`src/source/osc_apb_pkg.sv`:
```
/*
 * register map of the oscillator APB3 block
 *   osc_reg_offset_e  byte offsets of the configuration registers
 *   OSC_N_REGS        number of registers in the block
 */
package osc_apb_pkg;

  //////////////////////////////////////////////////
  // register offsets
  //////////////////////////////////////////////////

  // byte offsets from the block base, one 32-bit word per register
  typedef enum logic [3:0] {
    OSC_REG_WAVE_E   = 4'h0,  // waveform select
    OSC_REG_FREQ_E   = 4'h4,  // phase step per clock
    OSC_REG_DUTY_E   = 4'h8,  // square threshold on the phase
    OSC_REG_ENABLE_E = 4'hC   // bit 0 runs the accumulator
  } osc_reg_offset_e;

  //////////////////////////////////////////////////
  // block size
  //////////////////////////////////////////////////

  localparam int OSC_N_REGS = 4;  // words decoded inside the block

endpackage

```
`src/source/osc_wave_pkg.sv`:
```
/*
 * waveform definitions of the oscillator
 *   osc_waveform_t    output selection codes
 *   sample extremes   largest positive and negative square levels
 */
package osc_wave_pkg;

  localparam int OSC_WAVE_SEL_WIDTH = 2;  // bits of the select field

  typedef enum logic [OSC_WAVE_SEL_WIDTH-1:0] {
    OSC_SQUARE_E   = 2'd0,
    OSC_TRIANGLE_E = 2'd1,
    OSC_SAW_E      = 2'd2,
    OSC_MUTE_E     = 2'd3   // output held at zero
  } osc_waveform_t;

  // largest positive value of a signed sample of the given width
  function automatic int osc_sample_max(input int width);
    return (1 << (width - 1)) - 1;
  endfunction

  // symmetric negative level, one above the two's complement minimum
  function automatic int osc_sample_neg_max(input int width);
    return -osc_sample_max(width);
  endfunction

endpackage

```
`src/source/oscillator_apb3_slave.sv`:
```
/*
 * APB3 register slave of the oscillator
 *   address decode against the block base and the offset map
 *   waveform select, frequency step, duty cycle and enable registers
 */
module oscillator_apb3_slave #(
  parameter int N_BITS_P         = 16,
  parameter int APB_ADDR_WIDTH_P = 12,
  parameter int APB_DATA_WIDTH_P = 32,
  parameter int APB_BASE_ADDR_P  = 'h100
) (
  input  logic                        clk,
  input  logic                        rst_n,
  input  logic                        apb3_psel,
  input  logic                        apb3_penable,
  input  logic                        apb3_pwrite,
  input  logic [APB_ADDR_WIDTH_P-1:0] apb3_paddr,
  input  logic [APB_DATA_WIDTH_P-1:0] apb3_pwdata,
  output logic                        apb3_pready,
  output logic [APB_DATA_WIDTH_P-1:0] apb3_prdata,
  output osc_wave_pkg::osc_waveform_t wave_select,
  output logic [N_BITS_P-1:0]         frequency,
  output logic [N_BITS_P-1:0]         duty_cycle,
  output logic                        enable
);

  import osc_apb_pkg::*;
  import osc_wave_pkg::*;

  localparam logic [APB_ADDR_WIDTH_P-1:0] BASE_ADDR_C  = APB_ADDR_WIDTH_P'(APB_BASE_ADDR_P);
  localparam logic [APB_ADDR_WIDTH_P-1:0] BLOCK_SIZE_C = APB_ADDR_WIDTH_P'(4 * OSC_N_REGS);

  logic [APB_ADDR_WIDTH_P-1:0] reg_offset;
  logic                        in_block;
  osc_reg_offset_e             reg_sel;
  logic                        hit_wave;
  logic                        hit_freq;
  logic                        hit_duty;
  logic                        hit_enable;
  logic [APB_DATA_WIDTH_P-1:0] read_data;
  logic                        setup_read;
  logic                        access_write;

  assign apb3_pready = 1'b1;  // zero wait states

  //////////////////////////////////////////////////
  // address decode and read-back mux
  //////////////////////////////////////////////////

  assign reg_offset = apb3_paddr - BASE_ADDR_C;
  assign in_block   = (apb3_paddr >= BASE_ADDR_C) && (reg_offset < BLOCK_SIZE_C);
  assign reg_sel    = osc_reg_offset_e'(reg_offset[$bits(osc_reg_offset_e)-1:0]);

  always_comb begin
    hit_wave   = 1'b0;
    hit_freq   = 1'b0;
    hit_duty   = 1'b0;
    hit_enable = 1'b0;
    read_data  = '0;  // unused bits and misses read as zero
    if (in_block) begin
      case (reg_sel)
        OSC_REG_WAVE_E: begin
          hit_wave  = 1'b1;
          read_data = APB_DATA_WIDTH_P'(wave_select);
        end
        OSC_REG_FREQ_E: begin
          hit_freq  = 1'b1;
          read_data = APB_DATA_WIDTH_P'(frequency);
        end
        OSC_REG_DUTY_E: begin
          hit_duty  = 1'b1;
          read_data = APB_DATA_WIDTH_P'(duty_cycle);
        end
        OSC_REG_ENABLE_E: begin
          hit_enable = 1'b1;
          read_data  = APB_DATA_WIDTH_P'(enable);
        end
        default: begin
        end  // unaligned offset inside the block
      endcase
    end
  end

  //////////////////////////////////////////////////
  // configuration registers
  //////////////////////////////////////////////////

  assign access_write = apb3_psel && apb3_penable && apb3_pwrite;

  always_ff @(posedge clk or negedge rst_n) begin
    if (!rst_n) begin
      wave_select <= OSC_SQUARE_E;
      frequency   <= '0;
      duty_cycle  <= '0;
      enable      <= 1'b0;
    end else if (access_write) begin
      if (hit_wave) begin
        wave_select <= osc_waveform_t'(apb3_pwdata[OSC_WAVE_SEL_WIDTH-1:0]);
      end
      if (hit_freq) begin
        frequency <= apb3_pwdata[N_BITS_P-1:0];  // phase step, no scaling
      end
      if (hit_duty) begin
        duty_cycle <= apb3_pwdata[N_BITS_P-1:0];
      end
      if (hit_enable) begin
        enable <= apb3_pwdata[0];
      end
    end
  end

  // read data loaded in the setup cycle, valid through the access cycle
  assign setup_read = apb3_psel && !apb3_penable && !apb3_pwrite;

  always_ff @(posedge clk or negedge rst_n) begin
    if (!rst_n) begin
      apb3_prdata <= '0;
    end else begin
      apb3_prdata <= setup_read ? read_data : '0;  // zero outside a read access
    end
  end

endmodule

```
`src/source/oscillator_core.sv`:
```
/*
 * oscillator core
 *   phase accumulator with enable and clear
 *   registered square, triangle and sawtooth samples
 */
module oscillator_core #(
  parameter int N_BITS_P     = 16,
  parameter int WAVE_WIDTH_P = 8
) (
  input  logic                           clk,
  input  logic                           rst_n,
  input  logic [N_BITS_P-1:0]            frequency,
  input  logic [N_BITS_P-1:0]            duty_cycle,
  input  logic                           enable,
  output logic signed [WAVE_WIDTH_P-1:0] wave_square,
  output logic signed [WAVE_WIDTH_P-1:0] wave_triangle,
  output logic signed [WAVE_WIDTH_P-1:0] wave_saw
);

  import osc_wave_pkg::*;

  // square levels, symmetric around zero
  localparam logic signed [WAVE_WIDTH_P-1:0] WAVE_MAX_C =
    WAVE_WIDTH_P'(osc_sample_max(WAVE_WIDTH_P));
  localparam logic signed [WAVE_WIDTH_P-1:0] WAVE_NEG_MAX_C =
    WAVE_WIDTH_P'(osc_sample_neg_max(WAVE_WIDTH_P));

  // xor mask turning an offset binary value into two's complement
  localparam logic [WAVE_WIDTH_P-1:0] SIGN_FLIP_C = {1'b1, {(WAVE_WIDTH_P-1){1'b0}}};

  logic [N_BITS_P-1:0]            phase;
  logic [WAVE_WIDTH_P-1:0]        saw_bits;
  logic [WAVE_WIDTH_P-1:0]        tri_bits;
  logic [WAVE_WIDTH_P-1:0]        tri_folded;
  logic signed [WAVE_WIDTH_P-1:0] square_next;
  logic signed [WAVE_WIDTH_P-1:0] triangle_next;
  logic signed [WAVE_WIDTH_P-1:0] saw_next;

  //////////////////////////////////////////////////
  // phase accumulator
  //////////////////////////////////////////////////

  always_ff @(posedge clk or negedge rst_n) begin
    if (!rst_n) begin
      phase <= '0;
    end else if (enable) begin
      phase <= phase + frequency;  // wraps modulo 2**N_BITS_P
    end else begin
      phase <= '0;  // stopped oscillator restarts at phase zero
    end
  end

  //////////////////////////////////////////////////
  // waveform generation from the phase
  //////////////////////////////////////////////////

  // square compares the whole phase against the duty threshold
  assign square_next = (phase < duty_cycle) ? WAVE_MAX_C : WAVE_NEG_MAX_C;

  // saw is the top of the phase, re-centred around zero
  assign saw_bits = phase[N_BITS_P-1 -: WAVE_WIDTH_P];
  assign saw_next = saw_bits ^ SIGN_FLIP_C;

  // triangle folds the second half of the period back down
  assign tri_bits      = phase[N_BITS_P-2 -: WAVE_WIDTH_P];
  assign tri_folded    = phase[N_BITS_P-1] ? ~tri_bits : tri_bits;  // falling half
  assign triangle_next = tri_folded ^ SIGN_FLIP_C;

  //////////////////////////////////////////////////
  // sample registers
  //////////////////////////////////////////////////

  always_ff @(posedge clk or negedge rst_n) begin
    if (!rst_n) begin
      wave_square   <= '0;
      wave_triangle <= '0;
      wave_saw      <= '0;
    end else begin
      wave_square   <= square_next;    // one cycle behind the phase
      wave_triangle <= triangle_next;
      wave_saw      <= saw_next;
    end
  end

endmodule

```
`src/source/oscillator_top.sv`:
```
/*
 * oscillator top level
 *   APB3 configuration slave and oscillator core
 *   registered waveform output selection
 */
module oscillator_top #(
  parameter int N_BITS_P         = 16,
  parameter int WAVE_WIDTH_P     = 8,
  parameter int APB_ADDR_WIDTH_P = 12,
  parameter int APB_DATA_WIDTH_P = 32,
  parameter int APB_BASE_ADDR_P  = 'h100
) (
  input  logic                           clk,
  input  logic                           rst_n,
  input  logic                           apb3_psel,
  input  logic                           apb3_penable,
  input  logic                           apb3_pwrite,
  input  logic [APB_ADDR_WIDTH_P-1:0]    apb3_paddr,
  input  logic [APB_DATA_WIDTH_P-1:0]    apb3_pwdata,
  output logic                           apb3_pready,
  output logic [APB_DATA_WIDTH_P-1:0]    apb3_prdata,
  output logic signed [WAVE_WIDTH_P-1:0] waveform
);

  import osc_wave_pkg::*;

  osc_waveform_t                  wave_select;
  logic [N_BITS_P-1:0]            frequency;
  logic [N_BITS_P-1:0]            duty_cycle;
  logic                           enable;
  logic signed [WAVE_WIDTH_P-1:0] wave_square;
  logic signed [WAVE_WIDTH_P-1:0] wave_triangle;
  logic signed [WAVE_WIDTH_P-1:0] wave_saw;

  //////////////////////////////////////////////////
  // output selection
  //////////////////////////////////////////////////

  always_ff @(posedge clk or negedge rst_n) begin
    if (!rst_n) begin
      waveform <= '0;
    end else begin
      case (wave_select)
        OSC_SQUARE_E:   waveform <= wave_square;
        OSC_TRIANGLE_E: waveform <= wave_triangle;
        OSC_SAW_E:      waveform <= wave_saw;
        OSC_MUTE_E:     waveform <= '0;  // silence
      endcase
    end
  end

  oscillator_apb3_slave #(
    .N_BITS_P         (N_BITS_P),
    .APB_ADDR_WIDTH_P (APB_ADDR_WIDTH_P),
    .APB_DATA_WIDTH_P (APB_DATA_WIDTH_P),
    .APB_BASE_ADDR_P  (APB_BASE_ADDR_P)
  ) oscillator_apb3_slave_i0 (
    .clk          (clk),
    .rst_n        (rst_n),
    .apb3_psel    (apb3_psel),
    .apb3_penable (apb3_penable),
    .apb3_pwrite  (apb3_pwrite),
    .apb3_paddr   (apb3_paddr),
    .apb3_pwdata  (apb3_pwdata),
    .apb3_pready  (apb3_pready),
    .apb3_prdata  (apb3_prdata),
    .wave_select  (wave_select),
    .frequency    (frequency),
    .duty_cycle   (duty_cycle),
    .enable       (enable)
  );

  oscillator_core #(
    .N_BITS_P     (N_BITS_P),
    .WAVE_WIDTH_P (WAVE_WIDTH_P)
  ) oscillator_core_i0 (
    .clk           (clk),
    .rst_n         (rst_n),
    .frequency     (frequency),
    .duty_cycle    (duty_cycle),
    .enable        (enable),
    .wave_square   (wave_square),
    .wave_triangle (wave_triangle),
    .wave_saw      (wave_saw)
  );

endmodule

```
`config.mk`:
```
export PLATFORM = sky130hd
export DESIGN_NAME = oscillator_top
export DESIGN_NICKNAME = d
export VERILOG_FILES = /design/src/source/osc_apb_pkg.sv /design/src/source/osc_wave_pkg.sv /design/src/source/oscillator_apb3_slave.sv /design/src/source/oscillator_core.sv /design/src/source/oscillator_top.sv
export SDC_FILE = /design/constraint.sdc
export NUM_CORES = 1
export LEC_CHECK = 0
export BUFFER_PORTS_ARGS = -buffer_cell sky130_fd_sc_hd__clkbuf_2
export CORE_UTILIZATION = 45
export DETAILED_ROUTE_END_ITERATION = 8
export PLACE_DENSITY = 0.67
export SLEW_MARGIN = 15
export SYNTH_ARGS = -nofsm -noshare
export SYNTH_HDL_FRONTEND = slang
export SYNTH_SLANG_ARGS = --single-unit
```
`constraint.sdc`:
```
create_clock -name clk -period 4.7 [get_ports clk]
set_input_delay 0 -clock clk [delete_from_list [all_inputs] [get_ports clk]]
set_output_delay 0 -clock clk [all_outputs]
set_load 0.05 [all_outputs]
```
==> out/qor.txt, run 1 <==
1st-iter DRT viols: 130
Number of distinct library cells after synthesis: 49
End point of the critical path: oscillator_core_i0.phase[14]
DIE HEIGHT: 105 µm
Syn-to-layout area delta: 14.7%
Maximum clock rate: 0.430 GHz
Syn avg cell area: 11.4 µm²
Ant. Diodes: 0
Worst vdd ir: 114 µV
Internal power: 1.04 mW
Status: completed
Fin. Hold Viols: 0
Count of final setup violators: 0
Clock buffer count from CTS: 9
Fraction of registers with async set/reset: 100%
Fin. max-slew vios: 0
FF-to-FF End: oscillator_core_i0.phase[14]
Crit path arrival time: 2620 ps
Post-synthesis sequential area ratio: 49.5%
CP Capture Type: register
Vias in the first global route: 3,277
Most instantiated cells after synthesis: 94 x dfrtp_1, 33 x nor2_1, 30 x ha_1
Leak: 2.76 nW
CTS Sinks: 94
Unrepaired setup endpoints after global routing: no
Initial core utilization: 46.3%
CTS max path bufs: 2
CTS clk-pin slew, worst paths: 100 ps
Fin nets: 572
Net Sw Power: 0.383 mW
Area of the multi-input gates: 2180 µm²
Clock root buffer: clkbuf_8
CTS tree: built
Min Tclk post-route: 2330 ps
GRT overflow: 0
Drt first pass iters: 4
Crit path kind: register to register
Worst reg2reg startpoint: oscillator_apb3_slave_i0.frequency[0]
Yosys reg bits: 94
CP startpoint: oscillator_apb3_slave_i0.frequency[0]
Final period util: 49.5%
FF-to-FF setup slack: 2370 ps
All-layer global routing usage: 19.0%
DRC errors left: 0
Core area: 10,300 µm²
Startpoint types: register
Flop pwr share: 57.0%
Fin area: 5450 µm²
First-pass GRT wire length: 16,200 µm
Post-CTS Setup Repair Bufs: 0
Ratio of cells with drive above 1 in the final layout: 23.1%
Placed Area: 5070 µm²
Port-buffer cells: 56
Post-synth EDFFs: 0
R2R depth: 8
GPL Wtd Cong: 0.843
Ranking of synthesized cells by area: dfrtp_1 49%, ha_1 7.9%, mux2_4 6.3%
Fill cells: 946
Die area: 11,000 µm²
CTS resizes: 0
Hold-fix buffers, CTS: 19
Maxcap violations: 0
Die W: 105 µm
Detail Placement HPWL: 6740 µm
Power per cell area: 261 nW/µm²
Sw Ratio: 26.9%
H-tree depth: 3
Ports: 90
Worst Hold Class: input pin to register
Synth top area share: 49.5%
Synth Warn #: 0
Gate power share: 6.6%
Setup TNS: 0 ps
Synthesized instance count: 417
Slew margin rel.: 34.4%
Antenna violations before repair: 0
Row cnt: 37
Routed WL per cell: 15.1 µm
Post-synth top flop: dfrtp_1
Worst endpoint required time: 4990 ps
Top-count cell post-synth: dfrtp_1
Latest clock arrival within the worst-skew pair: 370 ps
Maximum number of pins on one net before global-route repair: 61
Clock power share: 36.4%
CP max FO: 5
FF+latch area: 2350 µm²
Wirelength, routed: 9580 µm
Routed Antenna Nets: 0
Skew final: 10.4 ps
Leading area contributor after synthesis: dfrtp_1
Via/cell ratio: 5.13
Post-synth design cell area: 4750 µm²
DR vias: 3,248
Worst Max-Slew Pin Slew: 982 ps
## flip-flops by register name, summed over array words and instances (netlist names)
| register | flops |
|---|---|
| oscillator_apb3_slave_i0.apb3_prdata | 16 |
| oscillator_apb3_slave_i0.duty_cycle | 16 |
| oscillator_apb3_slave_i0.enable | 1 |
| oscillator_apb3_slave_i0.frequency | 16 |
| oscillator_apb3_slave_i0.wave_select | 2 |
| oscillator_core_i0.phase | 16 |
| oscillator_core_i0.wave_saw | 8 |
| oscillator_core_i0.wave_square | 3 |
| oscillator_core_i0.wave_triangle | 8 |
| waveform | 8 |
## cell families (layout without fill, tap and decap cells)
logic type | after synthesis | after routing | share of synthesized area (%)
buffers and inverters | 50 | 114 | 6.00
multiplexers | 44 | 44 | 12.1
flip-flops | 94 | 94 | 49.5
AND/OR/NAND/NOR | 98 | 98 | 10.3
other | 2 | 18 | 0.158
adder cells (fa/ha/maj) | 31 | 31 | 8.32
AO/OA/AOI/OAI | 85 | 85 | 11.3
XOR/XNOR | 13 | 13 | 2.40
## metrics by stage
stage | setup slack [ps] | total power [mW] | hold WS, ps | std cells | util [%]
after floorplan | 2710 | 0.883 | -296 | 433 | -
after global placement | 2400 | 0.910 | -16.0 | 598 | 49.4
after detailed placement | 2380 | 0.911 | -5.96 | 598 | 49.4
after CTS | 2350 | 1.44 | 21.7 | 633 | 53.1
after global routing | 2270 | 1.49 | 50.8 | 633 | 53.1
final | 2370 | 1.42 | 44.9 | 633 | 53.1
## worst min-delay path by stage
| stage | from | to | cells after the start |
|---|---|---|---|
| 5_1_grt | apb3_paddr[3] | oscillator_apb3_slave_i0.enable | 3 |
| 4_1_cts | apb3_paddr[2] | oscillator_apb3_slave_i0.apb3_prdata[1] | 3 |
| 2_1_floorplan | rst_n | oscillator_apb3_slave_i0.apb3_prdata[0] | 0 |
| 3_5_place_dp | rst_n | oscillator_apb3_slave_i0.apb3_prdata[2] | 1 |
| 6_report | apb3_paddr[2] | oscillator_apb3_slave_i0.apb3_prdata[1] | 3 |
| 3_3_place_gp | rst_n | oscillator_apb3_slave_i0.apb3_prdata[2] | 1 |
## cell usage in the layout (no fill, tap or decap), drive strengths merged, types with 10 or more instances in the layout
cell type    count
o21ai           18
ha              30
nor2            33
mux2            36
nand2           31
conb            18
dlygate4sd3     19
a22oi           14
a21oi           25
clkbuf          64
inv             24
dfrtp           94
xor2            10
## per-layer routing
layer  vias up  GRT usage, %  share of wire (%)
met1      1601          25.1                 47
li1       1573             -                  -
met5         -             0                  0
met4         0          5.63                1.2
met3        10          3.37                3.0
met2        64          31.9                 49
## cell type report
type | instances | share of cell area (%)
clock buffer | 9 | 2.27
tap | 136 | 3.12
inverter | 21 | 1.45
timing repair buffer | 77 | 8.95
sequential | 94 | 43.1
clock inverter | 7 | 1.19
multi-input combinational | 289 | 39.9
## critical path, cell delays in order, from the launching register on
cell      delay (ps)
dfrtp_1          380
ha_1             180
inv_1             50
fa_1             390
nand2b_1         180
a21o_1           210
a211oi_1         460
a21bo_2          220
mux2i_1          180
## power groups by stage
stage / registers (mW) / clock network (mW) / logic [mW]
finish: 0.812 / 0.519 / 0.0942
global route: 0.812 / 0.573 / 0.103
CTS: 0.812 / 0.535 / 0.0954
detailed placement: 0.828 / 0 / 0.0831
global placement: 0.828 / 0 / 0.0819
floorplan: 0.834 / 0 / 0.0495
Power figures use the tool's default switching activity.
==> run 2, diff against run 1 <==
==> constraint.sdc (replaced) <==
create_clock -name clk -period 2.4 [get_ports clk]
set_input_delay 0 -clock clk [delete_from_list [all_inputs] [get_ports clk]]
set_output_delay 0 -clock clk [all_outputs]
set_load 0.05 [all_outputs]
==> run 2 against run 1 <==
  * Non-clock buffer count rose by 3
  * Via count about the same
  * Sequential power increased by 96%
  * Clock power increased by 87%
  * Design area is 0.57% higher
  * Sequential share of layout area fell by 0.25 points
  * Critical path type unchanged
  * Largest power group unchanged
==> out/qor.txt, run 2 (synthesis results as in run 1) <==
FF+latch area: 2350 µm² (unchanged)
CP max FO: 5 (unchanged)
Worst endpoint required time: 2700 ps (-2290 ps)
Ratio of cells with drive above 1 in the final layout: 23.8% (+0.66 points)
Status: completed
Worst vdd ir: 301 µV (+160%)
Port-buffer cells: 56 (unchanged)
Internal power: 2.03 mW (+94%)
Ports: 90 (unchanged)
End point of the critical path: oscillator_core_i0.phase[14]
Clock root buffer: clkbuf_8
Worst Max-Slew Pin Slew: 625 ps (-357 ps)
Routed Antenna Nets: 0 (unchanged)
Net Sw Power: 0.723 mW (+89%)
Vias in the first global route: 3,242 (-1.1%)
Worst Hold Class: input pin to register
Sw Ratio: 26.3% (-0.58 points)
Setup TNS: 0 ps (unchanged)
Leak: 2.76 nW (+0.19%)
GRT overflow: 0 (unchanged)
Ant. Diodes: 0 (unchanged)
Drt first pass iters: 4 (unchanged)
First-pass GRT wire length: 16,200 µm (about the same)
Crit path kind: register to register
CTS tree: built
Fin. Hold Viols: 0 (unchanged)
Fin nets: 575 (+0.52%)
Die area: 11,000 µm² (unchanged)
Unrepaired setup endpoints after global routing: no
FF-to-FF setup slack: 260 ps (-2110 ps)
Startpoint types: register
CP Capture Type: register
Most common cell after layout, fill and taps aside: dfrtp_1
1st-iter DRT viols: 125 (-3.8%)
Core area: 10,300 µm² (unchanged)
Maxcap violations: 0 (unchanged)
CTS clk-pin slew, worst paths: 100 ps (about the same)
CP startpoint: oscillator_apb3_slave_i0.frequency[0]
DR vias: 3,246 (-0.062%)
H-tree depth: 3 (unchanged)
DP Cell Count: 601 (+0.50%)
Post-route insts no fill: 636 (+0.47%)
GPL Wtd Cong: 0.811 (-3.7%)
Area of the multi-input gates: 2180 µm² (+0.23%)
Min Tclk post-route: 2140 ps (-188 ps)
Flop pwr share: 57.8% (+0.8 points)
Final period util: 89.1% (+40 points)
Syn-to-layout area delta: 15.4%
Post-CTS Setup Repair Bufs: 0 (unchanged)
DRC errors left: 0 (unchanged)
CTS Sinks: 94 (unchanged)
DIE HEIGHT: 105 µm (unchanged)
CTS max path bufs: 2 (unchanged)
Wirelength, routed: 9390 µm (-2.0%)
Setup slack at placement: 135 ps (-2240 ps)
Gate power share: 6.8% (+0.2 points)
Antenna violations before repair: 0 (unchanged)
FF-to-FF End: oscillator_core_i0.phase[14]
Tot Pwr: 2.75 mW (+93%)
Commonest non-fill, non-tap cells in the layout: 94 x dfrtp_1, 55 x clkbuf_2, 33 x nor2_1
Detail Placement HPWL: 6660 µm (-1.2%)
Die W: 105 µm (unchanged)
Clock power share: 35.4% (-1.0 points)
Slew margin rel.: 58.4% (+24 points)
Worst setup margin: 262 ps (-2110 ps)
Skew final: 13.6 ps (+3.12 ps)
All-layer global routing usage: 19.0% (about the same)
Latest clock arrival within the worst-skew pair: 370 ps (about the same)
Maximum number of pins on one net before global-route repair: 49 (-20%)
Initial core utilization: 46.3% (unchanged)
Maximum clock rate: 0.468 GHz (+8.8%)
Count of final setup violators: 0 (unchanged)
Fill cells: 933 (-1.4%)
Crit path arrival time: 2440 ps (-180 ps)
Row cnt: 37 (unchanged)
Fin Hold WS: 35.3 ps (-9.50 ps)
Routed WL per cell: 14.8 µm (-2.5%)
Worst reg2reg startpoint: oscillator_apb3_slave_i0.frequency[0]
Fin. max-slew vios: 0 (unchanged)
Via/cell ratio: 5.10 (-0.53%)
Power per cell area: 501 nW/µm² (+92%)
Clock buffer count from CTS: 9 (unchanged)
R2R depth: 8 (unchanged)
run 2: cell count changes in the layout (fill, tap and decap cells not counted), sizes merged:
cell and change:
clkinvlp +3, inv -2, clkinv -1, buf +3
run 2: timing repair:
item	in CTS	in global routing
hold endpoints to repair	82	0
hold buffers	19	0
gates resized for setup	0	1
setup endpoints to repair	0	1
run 2: metal layers:
metal  up-vias  global-route usage, %  wire, µm
met2        57                   31.2      4450
met3        12                   2.99       238
li1       1576                      -         -
met5         -                      0         0
met4         0                   7.65       197
met1      1601                   25.2      4500
run 2: worst max-delay path, stage by stage (launching register included):
cell	delay (ps)
dfrtp_1	380
ha_1	180
inv_1	50
fa_1	390
nand2b_1	180
a21o_1	220
a211oi_2	300
a21bo_2	200
mux2i_1	170
run 2: power by group through the flow:
| stage | registers (mW) | clock network [mW] | logic (mW) |
|---|---|---|---|
| 2_1_floorplan | 1.63 | 0 | 0.0970 |
| 6_report | 1.59 | 0.972 | 0.187 |
| 3_3_place_gp | 1.62 | 0 | 0.164 |
| 4_1_cts | 1.59 | 1.01 | 0.191 |
| 3_5_place_dp | 1.62 | 0 | 0.167 |
| 5_1_grt | 1.59 | 1.07 | 0.206 |
run 2: worst min path at each step:
stage / start / to / cells after the start
4_1_cts: apb3_paddr[2] / oscillator_apb3_slave_i0.apb3_prdata[1] / 3
2_1_floorplan: rst_n / oscillator_apb3_slave_i0.apb3_prdata[0] / 0
6_report: apb3_paddr[3] / oscillator_apb3_slave_i0.enable / 3
3_5_place_dp: rst_n / oscillator_apb3_slave_i0.apb3_prdata[1] / 1
5_1_grt: apb3_paddr[3] / oscillator_apb3_slave_i0.enable / 3
3_3_place_gp: rst_n / oscillator_apb3_slave_i0.apb3_prdata[2] / 1
run 2: through the flow:
step	instance area [µm²]	util [%]
finish	5490	53.4
floorplan	4810	-
CTS	5480	53.3
global route	5490	53.4
detailed placement	5110	49.7
global placement	5110	49.7
run 2: final cells by class:
class                   instances  area share, %
flip-flops and latches         94           42.9
clock buffers                   9           2.26
inverters                      21           1.44
multi-input cells             289           39.8
repair buffers                 80           9.53
well taps                     136           3.10
clock inverters                 7           1.03
==> run 3, diff against run 2 <==
--- a/config.mk
+++ b/config.mk
@@ -6,9 +6,10 @@
 export NUM_CORES = 1
 export LEC_CHECK = 0
 export BUFFER_PORTS_ARGS = -buffer_cell sky130_fd_sc_hd__clkbuf_2
-export CORE_UTILIZATION = 45
+export CORE_UTILIZATION = 50
 export DETAILED_ROUTE_END_ITERATION = 8
-export PLACE_DENSITY = 0.67
+export PLACE_DENSITY = 0.73
+export RECOVER_POWER = 100
 export SLEW_MARGIN = 15
 export SYNTH_ARGS = -nofsm -noshare
 export SYNTH_HDL_FRONTEND = slang
==> run 3 against run 2 <==
  * Sequential power is essentially flat
  * Clock skew is essentially flat
  * First-iteration DRC count grew 18%
  * Combinational power shrank 5%
  * Global-route usage grew 1.7 points
  * Maximum frequency shrank 1.4%
  * Wire length shrank 0.58%
  * Non-clock buffer count is the same
  * Critical path depth shrank 2
  * Flip-flop and latch count is the same
  * Largest cell class unchanged
==> out/qor.txt, run 3 (synthesis results as in run 1) <==
Status: completed
DRC errors left: 0 (unchanged)
Port-buffer cells: 56 (unchanged)
Fin nets: 575 (unchanged)
Unrepaired setup endpoints after global routing: no
GPL Wtd Cong: 0.914 (+13%)
Clock root buffer: clkbuf_8
Post-route insts no fill: 629 (-1.1%)
WHS Path Cells: 3 (unchanged)
Most common cell after layout, fill and taps aside: dfrtp_1
CTS tree: built
Die area: 9900 µm² (-9.8%)
Vias in the first global route: 3,249 (+0.22%)
FF+latch area: 2350 µm² (unchanged)
CP Capture Type: register
DR vias: 3,249 (+0.092%)
Detail Placement HPWL: 6620 µm (-0.72%)
H-tree depth: 3 (unchanged)
Wirelength, routed: 9340 µm (-0.58%)
Fin area: 5370 µm² (-2.2%)
1st-iter DRT viols: 147 (+18%)
Worst vdd ir: 315 µV (+4.8%)
Row cnt: 35 (-5.4%)
Worst endpoint required time: 2660 ps (-40 ps)
CTS Sinks: 94 (unchanged)
Tot Pwr: 2.87 mW (+4.5%)
Latest clock arrival within the worst-skew pair: 360 ps (about the same)
Count of final setup violators: 0 (unchanged)
Maximum clock rate: 0.461 GHz (-1.4%)
Placed Area: 5100 µm² (-0.17%)
DIE HEIGHT: 99.5 µm (-5.0%)
Clock buffer count from CTS: 9 (unchanged)
CP max FO: 6 (+1)
Routed Antenna Nets: 0 (unchanged)
Post-CTS Setup Repair Bufs: 0 (unchanged)
Crit path arrival time: 2430 ps (about the same)
Skew final: 13.8 ps (+0.191 ps)
Slew margin rel.: 18.0% (-40 points)
Syn-to-layout area delta: 12.9%
Worst Max-Slew Pin Slew: 1230 ps (+605 ps)
Setup TNS: 0 ps (unchanged)
Ant. Diodes: 0 (unchanged)
Power per cell area: 535 nW/µm² (+6.8%)
Die W: 99.5 µm (-5.0%)
Min Tclk post-route: 2170 ps (+31.0 ps)
Worst Hold Class: input pin to register
Maxcap violations: 0 (unchanged)
Crit path kind: register to register
Routed WL per cell: 14.8 µm (+0.53%)
All-layer global routing usage: 20.7% (+1.7 points)
Fin. Hold Viols: 0 (unchanged)
Startpoint types: register
GRT overflow: 0 (unchanged)
Final period util: 90.4% (+1.3 points)
CTS clk-pin slew, worst paths: 100 ps (about the same)
DP Cell Count: 594 (-1.2%)
Fill cells: 810 (-13%)
CTS max path bufs: 2 (unchanged)
Antenna violations before repair: 0 (unchanged)
Leak: 2.65 nW (-4.2%)
Ports: 90 (unchanged)
Area of the multi-input gates: 2090 µm² (-4.1%)
Initial core utilization: 51.4% (+5.2 points)
Commonest non-fill, non-tap cells in the layout: 94 x dfrtp_1, 33 x nor2_1, 31 x clkbuf_2
First-pass GRT wire length: 15,800 µm (-2.4%)
R2R depth: 6 (-2)
Core area: 9240 µm² (-10%)
Ratio of cells with drive above 1 in the final layout: 14.2% (-9.6 points)
Drt first pass iters: 4 (unchanged)
Maximum number of pins on one net before global-route repair: 95 (+94%)
Via/cell ratio: 5.17 (+1.2%)
Fin. max-slew vios: 0 (unchanged)
[run 3: per-layer routing]
layer | vias to the layer above | wire, µm | global-route usage (%)
li1 | 1580 | - | -
met1 | 1598 | 4320 | 28.5
met2 | 63 | 4590 | 33.8
met3 | 8 | 318 | 2.81
met4 | 0 | 102 | 7.13
met5 | - | 0 | 0
[run 3: cell type report]
cell class | instances | area share [%]
Inverter | 21 | 1.47
Timing Repair Buffer | 80 | 8.75
Multi-Input combinational cell | 289 | 39.0
Sequential cell | 94 | 43.8
Clock inverter | 7 | 1.63
Clock buffer | 9 | 2.31
Tap cell | 129 | 3.01
[run 3: worst max-delay path, stage by stage, from the launching register on]
cell and delay, ps:
dfrtp_1 470, ha_1 390, a21oi_1 200, o21ai_0 210, a41o_1 300, a21oi_1 160, mux2_2 350
[run 3: metrics by stage]
step           util (%)  setup WS (ps)  hold slack (ps)
6_report           58.1            231             44.3
5_1_grt            58.1           59.2             47.5
4_1_cts            59.6            113             28.7
3_5_place_dp       55.2            142             90.1
3_3_place_gp       55.2            212             80.9
2_1_floorplan         -            409             -296
[run 3: report_power, final]
group	leakage, nW	internal, mW	switching, mW
Combinational	1.25	0.0484	0.130
Clock	0.108	0.507	0.596
Sequential	1.29	1.59	0.00181
[run 3: final timing paths]
path                                                 from                             endpoint  slack [ps]
max reg2reg                  oscillator_core_i0.phase[10]         oscillator_core_i0.phase[15]         230
min                                         apb3_paddr[3]      oscillator_apb3_slave_i0.enable          40
min reg2reg                oscillator_core_i0.wave_saw[1]                          waveform[1]         460
max                          oscillator_core_i0.phase[10]         oscillator_core_i0.phase[15]         230
max in group asynchronous                           rst_n  oscillator_core_i0.wave_triangle[2]        1050
min in group asynchronous                           rst_n          oscillator_core_i0.phase[1]         560
[run 3: what timing repair did]
item	4_1_cts	5_1_grt
endpoints found under the hold margin	130	0
hold buffers	19	0
gates resized for setup	0	1
endpoints found under the setup margin	0	1
